**src/rtl/regfile_pkg.sv**
```systemverilog
/*
 * Shared widths, size codes and register word types for the GPR file.
 * Size code 3 is unused: writes with it are dropped, reads return zero.
 * 8-bit register numbers 4..7 name the second byte of registers 0..3.
 */

`default_nettype none

package regfile_pkg;

    // ----------------------------------------
    // widths
    // ----------------------------------------
    localparam int gpr_count = 8;
    localparam int data_w    = 32;
    localparam int reg_idx_w = 3;
    localparam int size_w    = 2;

    typedef logic [reg_idx_w-1:0] reg_idx_t;
    typedef logic [size_w-1:0]    op_size_t;

    // ----------------------------------------
    // operand size codes
    // ----------------------------------------
    localparam op_size_t size_32 = 2'd0;
    localparam op_size_t size_16 = 2'd1;
    localparam op_size_t size_8  = 2'd2;

    // first 8-bit register number that maps onto a high byte (ah)
    localparam reg_idx_t byte_reg_split = 3'd4;

    // ----------------------------------------
    // register word, seen whole or by lane
    // ----------------------------------------
    typedef union packed {
        logic [data_w-1:0] dword;
        struct packed {
            logic [data_w/2-1:0] upper;
            // bits 15:8, the ah/ch/dh/bh byte
            logic [data_w/4-1:0] high;
            // bits 7:0, the al/cl/dl/bl byte
            logic [data_w/4-1:0] low;
        } lanes;
    } gpr_word_u;

    // all eight registers, eax in element 0 through edi in element 7
    typedef gpr_word_u [gpr_count-1:0] gpr_array_t;

endpackage

`default_nettype wire
```
**src/rtl/register_file.sv**
```systemverilog
/*
 * GPR file top: eight 32-bit registers, one sized writeback port,
 * two sized operand reads sharing register_size, two SIB address reads.
 * Reads are combinational and show the old value during a write cycle.
 */

`timescale 1ns/1ps
`default_nettype none

module register_file (
    input  logic                            clk,
    input  logic                            reset,

    // operand size shared by both operand ports
    input  regfile_pkg::op_size_t           register_size,

    input  regfile_pkg::reg_idx_t           op_1,
    output logic [regfile_pkg::data_w-1:0]  op_1_value,

    input  regfile_pkg::reg_idx_t           op_2,
    output logic [regfile_pkg::data_w-1:0]  op_2_value,

    input  regfile_pkg::reg_idx_t           sib_base_reg,
    output logic [regfile_pkg::data_w-1:0]  sib_base_value,
    input  regfile_pkg::reg_idx_t           sib_index_reg,
    output logic [regfile_pkg::data_w-1:0]  sib_index_value,

    input  regfile_pkg::reg_idx_t           writeback_reg,
    input  logic                            writeback_en,
    input  regfile_pkg::op_size_t           writeback_size,
    input  logic [regfile_pkg::data_w-1:0]  writeback_data
);

    // ----------------------------------------
    // internal connections
    // ----------------------------------------
    regfile_pkg::gpr_array_t           regs;
    logic [regfile_pkg::gpr_count-1:0] load_en;
    regfile_pkg::gpr_word_u            next_word;

    // ----------------------------------------
    // register storage and SIB reads
    // ----------------------------------------
    gpr_bank u_gpr_bank (
        .clk             (clk),
        .reset           (reset),
        .load_en         (load_en),
        .next_word       (next_word),
        .sib_base_reg    (sib_base_reg),
        .sib_index_reg   (sib_index_reg),
        .regs            (regs),
        .sib_base_value  (sib_base_value),
        .sib_index_value (sib_index_value)
    );

    // ----------------------------------------
    // writeback
    // ----------------------------------------
    gpr_write_merge u_gpr_write_merge (
        .writeback_reg  (writeback_reg),
        .writeback_size (writeback_size),
        .writeback_data (writeback_data),
        .writeback_en   (writeback_en),
        .regs           (regs),
        .load_en        (load_en),
        .next_word      (next_word)
    );

    // ----------------------------------------
    // operand reads
    // ----------------------------------------
    operand_read_port u_op1_port (
        .regs    (regs),
        .reg_sel (op_1),
        .size    (register_size),
        .value   (op_1_value)
    );

    operand_read_port u_op2_port (
        .regs    (regs),
        .reg_sel (op_2),
        .size    (register_size),
        .value   (op_2_value)
    );

endmodule

`default_nettype wire

```
**src/rtl/operand_read_port.sv**
```systemverilog
/*
 * One sized operand read port, combinational.
 * Result is zero-extended to 32 bits; size code 3 reads as zero.
 * For 8-bit reads, numbers 4..7 return byte 1 of registers 0..3.
 */

`timescale 1ns/1ps
`default_nettype none

module operand_read_port (
    input  regfile_pkg::gpr_array_t         regs,
    input  regfile_pkg::reg_idx_t           reg_sel,
    input  regfile_pkg::op_size_t           size,
    output logic [regfile_pkg::data_w-1:0]  value
);

    logic                   high_byte;
    regfile_pkg::reg_idx_t  phys_reg;
    regfile_pkg::gpr_word_u word;

    // ----------------------------------------
    // register select
    // ----------------------------------------
    // same high byte mapping as the writeback side
    always_comb begin
        high_byte = (size == regfile_pkg::size_8) &&
                    (reg_sel >= regfile_pkg::byte_reg_split);

        if (high_byte) begin
            phys_reg = reg_sel - regfile_pkg::byte_reg_split;
        end else begin
            phys_reg = reg_sel;
        end
    end

    assign word = regs[phys_reg];

    // ----------------------------------------
    // lane extract and zero extend
    // ----------------------------------------
    always_comb begin
        value = '0;

        case (size)
            regfile_pkg::size_32: begin
                value = word.dword;
            end
            regfile_pkg::size_16: begin
                value[regfile_pkg::data_w/2-1:0] = {word.lanes.high, word.lanes.low};
            end
            regfile_pkg::size_8: begin
                if (high_byte) begin
                    value[regfile_pkg::data_w/4-1:0] = word.lanes.high;
                end else begin
                    value[regfile_pkg::data_w/4-1:0] = word.lanes.low;
                end
            end
            default: begin
                // size 3 is unused and reads as zero
            end
        endcase
    end

endmodule

`default_nettype wire

```
**src/rtl/gpr_bank.sv**
```systemverilog
/*
 * The eight 32-bit general purpose registers.
 * Synchronous active high reset clears all of them to zero.
 * SIB base/index reads are full width and combinational, no write bypass.
 */

`timescale 1ns/1ps
`default_nettype none

module gpr_bank (
    input  logic                              clk,
    input  logic                              reset,
    input  logic [regfile_pkg::gpr_count-1:0] load_en,
    input  regfile_pkg::gpr_word_u            next_word,
    input  regfile_pkg::reg_idx_t             sib_base_reg,
    input  regfile_pkg::reg_idx_t             sib_index_reg,
    output regfile_pkg::gpr_array_t           regs,
    output logic [regfile_pkg::data_w-1:0]    sib_base_value,
    output logic [regfile_pkg::data_w-1:0]    sib_index_value
);

    // ----------------------------------------
    // register storage
    // ----------------------------------------
    // at most one load_en bit is set and every register
    // shares the same merged word on its input
    always_ff @(posedge clk) begin
        if (reset) begin
            regs <= '0;
        end else begin
            for (int i = 0; i < regfile_pkg::gpr_count; i++) begin
                if (load_en[i]) begin
                    regs[i] <= next_word;
                end
            end
        end
    end

    // ----------------------------------------
    // SIB address reads
    // ----------------------------------------
    // base and index always use the whole dword
    // whatever the operand size
    regfile_pkg::gpr_word_u base_word;
    regfile_pkg::gpr_word_u index_word;

    assign base_word  = regs[sib_base_reg];
    assign index_word = regs[sib_index_reg];

    assign sib_base_value  = base_word.dword;
    assign sib_index_value = index_word.dword;

endmodule

`default_nettype wire

```
**src/rtl/gpr_write_merge.sv**
```systemverilog
/*
 * Writeback merge for the GPR file. Purely combinational.
 * Merges 32/16/8-bit data into the old value of the target register.
 * load_en is one-hot, and all zero when disabled or for size code 3.
 */

`timescale 1ns/1ps
`default_nettype none

module gpr_write_merge (
    input  regfile_pkg::reg_idx_t            writeback_reg,
    input  regfile_pkg::op_size_t            writeback_size,
    input  logic [regfile_pkg::data_w-1:0]   writeback_data,
    input  logic                             writeback_en,
    input  regfile_pkg::gpr_array_t          regs,
    output logic [regfile_pkg::gpr_count-1:0] load_en,
    output regfile_pkg::gpr_word_u           next_word
);

    // ----------------------------------------
    // target register and lane
    // ----------------------------------------
    logic                  high_byte;
    logic                  size_ok;
    logic                  write_ok;
    regfile_pkg::reg_idx_t phys_reg;

    // writeback data seen through the lane view
    regfile_pkg::gpr_word_u data_word;

    always_comb begin
        // ah..bh live in byte 1 of eax..ebx
        high_byte = (writeback_size == regfile_pkg::size_8) &&
                    (writeback_reg >= regfile_pkg::byte_reg_split);

        if (high_byte) begin
            phys_reg = writeback_reg - regfile_pkg::byte_reg_split;
        end else begin
            phys_reg = writeback_reg;
        end
    end

    assign data_word.dword = writeback_data;

    // ----------------------------------------
    // merge into the old value
    // ----------------------------------------
    always_comb begin
        next_word = regs[phys_reg];

        case (writeback_size)
            regfile_pkg::size_32: begin
                next_word.dword = data_word.dword;
            end
            regfile_pkg::size_16: begin
                // upper half kept
                next_word.lanes.high = data_word.lanes.high;
                next_word.lanes.low  = data_word.lanes.low;
            end
            regfile_pkg::size_8: begin
                // source byte is always data[7:0] and only the destination lane moves
                if (high_byte) begin
                    next_word.lanes.high = data_word.lanes.low;
                end else begin
                    next_word.lanes.low = data_word.lanes.low;
                end
            end
            default: begin
                // size 3 leaves the word as is and load_en low
            end
        endcase
    end

    // ----------------------------------------
    // one-hot load enables
    // ----------------------------------------
    assign size_ok = (writeback_size == regfile_pkg::size_32) ||
                     (writeback_size == regfile_pkg::size_16) ||
                     (writeback_size == regfile_pkg::size_8);

    assign write_ok = writeback_en && size_ok;

    always_comb begin
        for (int i = 0; i < regfile_pkg::gpr_count; i++) begin
            load_en[i] = write_ok && (phys_reg == i);
        end
    end

endmodule

`default_nettype wire

```
**config.mk**
```make
export PLATFORM = sky130hd
export DESIGN_NAME = register_file
export DESIGN_NICKNAME = d
export VERILOG_FILES = /design/src/rtl/regfile_pkg.sv /design/src/rtl/register_file.sv /design/src/rtl/operand_read_port.sv /design/src/rtl/gpr_bank.sv /design/src/rtl/gpr_write_merge.sv
export SDC_FILE = /design/constraint.sdc
export NUM_CORES = 1
export LEC_CHECK = 0
export BUFFER_PORTS_ARGS = -buffer_cell sky130_fd_sc_hd__buf_4
export CAP_MARGIN = 20
export CELL_PAD_IN_SITES_DETAIL_PLACEMENT = 1
export CELL_PAD_IN_SITES_GLOBAL_PLACEMENT = 1
export CORE_MARGIN = 3
export CORE_UTILIZATION = 33
export DETAILED_ROUTE_END_ITERATION = 10
export PLACE_DENSITY = 0.71
export SLEW_MARGIN = 20
export SYNTH_ARGS = -nofsm -noshare
export SYNTH_HDL_FRONTEND = slang
export SYNTH_HIERARCHICAL = 1
export SYNTH_SLANG_ARGS = --single-unit
```
**constraint.sdc**
```tcl
create_clock -name clk -period 3 [get_ports clk]
set_clock_uncertainty 0.2 [all_clocks]
set_input_delay 0.9 -clock clk [delete_from_list [all_inputs] [get_ports clk]]
set_output_delay 0.9 -clock clk [all_outputs]
set_load 0.01 [all_outputs]
```
==> results.md, run 1 <==
- Status: complete, but fails checks
- Failing checks: negative setup slack
- Synthesis-stage register bit count: approximately 260
- Setup slack after layout: -0.485 ns
- Largest registers: u_gpr_bank/regs: 256 flops
- Switching Share: between 20 and 30%
- Nets: ~2.2k
- Post-synth ARST share: 0%
- Layout cells sized above 1: 45.6%
- Post-synth EDFFs: 0
- Worst Max-Slew Pin Slew: ~0.87 ns
- Tcrit/Tclk final: 116%
- Share of power burned in registers: between 30% and 40%
- Cell leakage power: 9.68 nW
- FP Rows: 90
- Drc violations: 0
- Clk sinks: 256
- Warnings, synthesis: 6
- HP Class: flop to flop
- Vias in the first global route: around 20k
- # hold bufs at CTS: 0
- Final GP Congestion: 0.968
- CP max FO: 5
- Layout Utilization: between 40% and 50%
- First DRT Iteration DRCs: 1838
- Syn Inst Count: 1909
- Clock Tree Root: clkbuf_16
- Pwr Density: 342 mW/mm^2
- Initial antenna violation count: 1
- Placed cell areas: approximately 0.024 mm^2
- CTS tree: built
- CP max stage cell: mux4_2
- Worst setup path category: input pin to output pin
- Max incr delay on CP: about 0.5 ns
- Max-slew violations: 0
- CTS Buf Count: 31
- Top reg by flops: u_gpr_bank/regs
- Via/cell ratio: roughly 6.2
- Synth cell types: 35
- Combinational share of power: a little over a fifth
- Starting Density: about a third
- Slew headroom: between 40% and 50%
- Max VDD drop: between 0.0005 and 0.0006 V
- Setup_tns: -38.96 ns
- Net Sw Power: about 0.0028 W
- IO Pins: between 150 and 200
- P&R area growth vs syn: 33.4%
- H-tree Lvls: 1
- Max reg flops: about 260
- Max-Cap Viols: 0
- Commonest register cell after synthesis: dfxtp_1
- Die Height: approximately 260 um
- Largest net degree at the start of global routing: between 80 and 90
- Routed Antenna Nets: 0
- Vias: 18.9k
- ANT cells: 0
- Final setup viols: ~130
- Wirelength per Cell: between 30 and 40 um
- Final Cell Area: roughly 0.027 mm^2
- Final hold violations: 0
- Post-Syn Area per Cell: 10.8 um^2
- Routed WL: 92500 um
- Core ar.: 0.0610 mm^2
- Synthesized cell area: between 0.02 and 0.025 mm^2
- Max clock buf depth: 3
- Post-synthesis sequential area ratio: 24.9%
- Skew-Pair Late Insertion Delay: slightly above 0.6 ns
- DIE AREA: ~0.065 mm^2
- Cells along the critical path: buf_16 -> buf_12 -> buf_8 -> mux4_2 -> o211ai_1 -> buf_4 -> nor2_4 -> buf_6
- Post-placement setup slack: -0.585 ns
- Int Power: between 0.006 and 0.007 W
- CP Launch Type: input pin
- Die Wd: between 200 and 300 um
- I/O Buffers: approximately 180
- Clk slew on worst S/H paths: 0.06 ns
- Power share of the clock group: about two fifths
- Worst EP arrival: ~2.4 ns
- GRT Resource Usage Total: between 20% and 30%
- DP HPWL: ~59000 um
- Global route total overflow: 0
- Period minus WS final: between 3 and 4 ns
- CP endpoint kind: output pin
- Worst EP required: approximately 1.9 ns
- RSZ-0062 raised after global routing: true
- First-pass GRT wire length: around 130000 um
- Syn Nets: just under 2k
- Total power: about 0.0094 W
- Maximum clock frequency: 287 MHz
- First-pass detailed-route iteration total: 6
-- per-layer routing --
| metal | wire (um) | GRT usage (%) | share of wire [%] |
|---|---|---|---|
| met5 | 15 | 0 | 0.016 |
| met3 | 8580 | 5.30 | 9.3 |
| met4 | 6060 | 14.3 | 6.6 |
| met1 | 33900 | 33.5 | 37 |
| met2 | 43900 | 44.7 | 47 |
-- cell usage in the layout (no fill, tap or decap), drive strengths merged --
cell,count
dfxtp,256
clkinvlp,2
buf,443
and2,2
clkinv,7
mux4,284
nor2b,11
bufinv,1
a21boi,2
or2,2
a32oi,2
nor3,4
a21oi,32
o22ai,8
nor3b,4
a211oi,28
nand2,135
clkbuf,45
inv,91
o21ai,34
and3,2
mux2,64
nand3b,1
nor2,311
a22oi,36
o211ai,38
mux2i,306
nand2b,45
-- final cells by class --
type                       instances  area (um^2)
multi-input combinational       1351        14500
clock inverter                    12          101
inverter                          89          334
clock buffer                      44          915
timing repair buffer             444         5430
tap                              828         1040
sequential                       256         5120
fill                            6508        33600
-- power groups by stage --
stage	Clock [W]	Sequential, W	Combinational [W]
after floorplan	0	0.00355	0.000953
after global placement	0	0.00357	0.00163
after detailed placement	0	0.00357	0.00166
after CTS	0.00390	0.00350	0.00197
after global routing	0.00405	0.00351	0.00208
final	0.00386	0.00350	0.00203
-- Yosys cell counts, types with 6 or more instances --
| master | instances | area, um^2 |
|---|---|---|
| nor2_1 | 311 | 1170 |
| mux2i_1 | 306 | 3060 |
| dfxtp_1 | 256 | 5120 |
| mux4_2 | 157 | 3540 |
| nand2_1 | 134 | 503 |
| mux4_1 | 127 | 3340 |
| inv_1 | 89 | 334 |
| clkbuf_1 | 82 | 308 |
| mux2_2 | 63 | 709 |
| buf_2 | 51 | 255 |
| buf_1 | 47 | 176 |
| nand2b_1 | 44 | 275 |
| a22oi_1 | 36 | 270 |
| o21ai_0 | 33 | 165 |
| a21oi_1 | 32 | 160 |
| o211ai_1 | 32 | 240 |
| a211oi_1 | 28 | 210 |
| buf_6 | 21 | 236 |
| nor2b_1 | 11 | 68.8 |
| o22ai_1 | 8 | 50.1 |
| buf_12 | 6 | 120 |
| buf_4 | 6 | 45.0 |
| o211ai_2 | 6 | 75.1 |
-- worst paths after layout --
kind	slack, ns	cells after the start	startpoint	end
worst max-delay path	-0.48	8	op_1[0]	op_1_value[3]
worst max register to register	0.77	5	u_gpr_bank/regs[127]$_SDFFE_PP0P_	u_gpr_bank/regs[191]$_SDFFE_PP0P_
worst min register to register	0.38	2	u_gpr_bank/regs[204]$_SDFFE_PP0P_	u_gpr_bank/regs[204]$_SDFFE_PP0P_
worst min-delay path	0.38	2	u_gpr_bank/regs[204]$_SDFFE_PP0P_	u_gpr_bank/regs[204]$_SDFFE_PP0P_
-- worst max-delay path, delay by kind of cell --
family                 cells  cell delay (ns)
buffers and inverters      5             0.64
multiplexers               1             0.51
AO/OA/AOI/OAI              1             0.27
AND/OR/NAND/NOR            1             0.04
-- logic make-up after synthesis --
kind of cell           after synthesis  share of synthesized area [%]
DFF                                256                           24.9
AOI/OAI and AO/OA                  180                           5.87
buffers and inverters              302                           7.16
muxes                              654                           51.8
and+or+nand+nor                    517                           10.3
-- per-stage QoR --
stage | hold WS, ns | cells
after floorplan | 0.312 | 1909
after global placement | 0.344 | 2904
after detailed placement | 0.366 | 2904
after CTS | 0.377 | 3020
after global routing | 0.404 | 3024
final | 0.382 | 3024
-- repair_timing --
item,4_1_cts,5_1_grt
resized for setup,349,102
buffers inserted,44,18
setup endpoints to repair,128,128
pin swaps,91,60
gates cloned,19,1
Note: power is estimated with default switching activity, not from simulation.
==> run 2: changes to the inputs <==
--- a/constraint.sdc
+++ b/constraint.sdc
@@ -4,2 +4,2 @@
 set_output_delay 0.9 -clock clk [all_outputs]
-set_load 0.01 [all_outputs]
+set_load 0.05 [all_outputs]
==> results.md, run 2 (synthesis gave the netlist of run 1 again) <==
- Slew headroom: 40.7% (was 41.5%)
- Max reg flops: 256 (unchanged)
- IO Pins: 182 (unchanged)
- Layout cells sized above 1: 46.4% (was 45.6%)
- Cell leakage power: 9.63 nW (was 9.68 nW)
- Largest net degree at the start of global routing: 100 (was 89)
- ANT cells: 0 (unchanged)
- Worst Max-Slew Pin Slew: 0.890 ns (was 0.868 ns)
- Switching Share: 29.9% (was 30.0%)
- Largest registers: u_gpr_bank/regs: 256 flops (unchanged)
- FP Rows: 90 (unchanged)
- Drc violations: 0 (unchanged)
- CTS Buf Count: 31 (unchanged)
- P&R area growth vs syn: 35.2% (was 33.4%)
- Skew-Pair Late Insertion Delay: 0.60 ns (was 0.61 ns)
- Combinational share of power: 22.1% (was 21.6%)
- Share of power burned in registers: 35.6% (was 37.3%)
- First-pass GRT wire length: 134000 um (about the same)
- CP max FO: 18 (was 5)
- First DRT Iteration DRCs: 1911 (was 1838)
- Initial antenna violation count: 0 (was 1)
- Starting Density: 33.7% (unchanged)
- Global route total overflow: 0 (unchanged)
- Nets: 2213 (was 2227)
- Worst setup path category: input pin to output pin (unchanged)
- Int Power: 0.00691 W (was 0.00658 W)
- Post-placement setup slack: -0.619 ns (was -0.585 ns)
- Clk sinks: 256 (unchanged)
- Failing checks: negative setup slack (unchanged)
- Final setup viols: 128 (unchanged)
- HP Class: flop to flop (unchanged)
- Via/cell ratio: 6.25 (was 6.24)
- Max-Cap Viols: 0 (unchanged)
- Most common cell after layout, fill and taps aside: mux2i_1 (unchanged)
- Final hold violations: 0 (unchanged)
- Worst EP arrival: 2.62 ns (was 2.38 ns)
- Routed WL: 92300 um (was 92500 um)
- Clk slew on worst S/H paths: 0.06 ns (about the same)
- Wirelength per Cell: 30.7 um (was 30.6 um)
- Tcrit/Tclk final: 124% (was 116%)
- Filler cells: 6413 (was 6508)
- First-pass detailed-route iteration total: 5 (was 6)
- Post-route non-filler standard cell count: 3011 (was 3024)
- Routed Antenna Nets: 0 (unchanged)
- Core ar.: 0.0610 mm^2 (unchanged)
- Final GP Congestion: 0.926 (was 0.968)
- Commonest non-fill, non-tap cells in the layout: 289 x mux2i_1, 282 x mux4_2, 266 x nor2_1 (was 295 x mux2i_1, 278 x mux4_2, 273 x nor2_1)
- Total power: 0.00985 W (was 0.00939 W)
- Vias: 18.8k (was 18.9k)
- Max clock buf depth: 3 (unchanged)
- Period minus WS final: 3.72 ns (was 3.48 ns)
- CTS tree: built (unchanged)
- Net Sw Power: 0.00295 W (was 0.00282 W)
- DIE AREA: 0.0655 mm^2 (unchanged)
- H-tree Lvls: 1 (unchanged)
- GRT Resource Usage Total: 27.0% (about the same)
- DP Cell Count: 2908 (was 2904)
- CP Launch Type: input pin (unchanged)
- CP endpoint kind: output pin (unchanged)
- Maximum clock frequency: 269 MHz (was 287 MHz)
- Max VDD drop: 0.000503 V (was 0.000526 V)
- Pwr Density: 354 mW/mm^2 (was 342 mW/mm^2)
- Vias in the first global route: 19.7k (was 19.8k)
- Worst EP required: 1.90 ns (about the same)
- Die Height: 256 um (unchanged)
- RSZ-0062 raised after global routing: true (unchanged)
- Max-slew violations: 0 (unchanged)
- I/O Buffers: 181 (unchanged)
- DP HPWL: 58800 um (was 59300 um)
- Die Wd: 256 um (unchanged)
- Clock Tree Root: clkbuf_16 (unchanged)
- Setup slack after layout: -0.724 ns (was -0.485 ns)
- Power share of the clock group: 42.3% (was 41.1%)
- Status: complete, but fails checks (unchanged)
- Top reg by flops: u_gpr_bank/regs (unchanged)
[run 2: changes by cell type in the layout (fill, tap and decap cells not counted), sizes merged]
cell	delta
buf	-14
clkinv	-1
bufinv	+4
clkinvlp	-1
inv	-1
[run 2: timing repair]
| item | in CTS | in global routing |
|---|---|---|
| buffers inserted | 18 | 23 |
| setup endpoints to repair | 128 | 128 |
| hold buffers | 0 | 0 |
| pin swaps | 39 | 24 |
| gates cloned | 17 | 1 |
| resized for setup | 236 | 70 |
[run 2: layout make-up]
type / count / area (um^2) / share of cell area [%]
inverters: 89 / 334 / 1.20
clock buffers: 44 / 905 / 3.25
multi-input cells: 1351 / 14900 / 53.4
well taps: 828 / 1040 / 3.72
repair buffers: 430 / 5390 / 19.4
flip-flops and latches: 256 / 5120 / 18.4
clock inverters: 13 / 200 / 0.719
[run 2: final timing paths]
check / slack (ns) / end / start / depth (start not counted)
worst min-delay path: 0.38 / u_gpr_bank/regs[242]$_SDFFE_PP0P_ / u_gpr_bank/regs[242]$_SDFFE_PP0P_ / 2
worst min register to register: 0.38 / u_gpr_bank/regs[242]$_SDFFE_PP0P_ / u_gpr_bank/regs[242]$_SDFFE_PP0P_ / 2
worst max register to register: 0.60 / u_gpr_bank/regs[232]$_SDFFE_PP0P_ / u_gpr_bank/regs[232]$_SDFFE_PP0P_ / 5
worst max-delay path: -0.72 / op_1_value[4] / op_1[1] / 8
[run 2: critical path, stage by stage]
cell,delay [ns]
buf_4,0.22
buf_12,0.24
mux2i_1,0.53
a22oi_1,0.20
o211ai_1,0.15
buf_4,0.15
nor2_4,0.04
buf_6,0.16
[run 2: per-stage QoR]
stage | TNS [ns] | utilization (%) | hold WS [ns] | instance area [um^2]
after floorplan | -9.11 | - | 0.319 | 21600
after global placement | -60.75 | 40.9 | 0.348 | 25000
after detailed placement | -64.92 | 40.9 | 0.367 | 25000
after CTS | -43.36 | 45.3 | 0.375 | 27600
after global routing | -45.24 | 45.6 | 0.404 | 27900
final | -42.85 | 45.6 | 0.384 | 27900
[run 2: power by group through the flow]
stage,clock (W),combinational (W),sequential [W]
4_1_cts,0.00422,0.00210,0.00350
2_1_floorplan,0,0.00117,0.00355
5_1_grt,0.00437,0.00223,0.00351
6_report,0.00417,0.00218,0.00350
3_5_place_dp,0,0.00187,0.00357
3_3_place_gp,0,0.00184,0.00357
[run 2: per-layer routing]
layer	up-vias	GRT usage (%)	share of wire [%]
met5	-	0	0
met4	0	12.7	5.3
met3	304	6.11	8.9
met2	1235	44.2	47
met1	9718	33.8	38
li1	7563	-	-
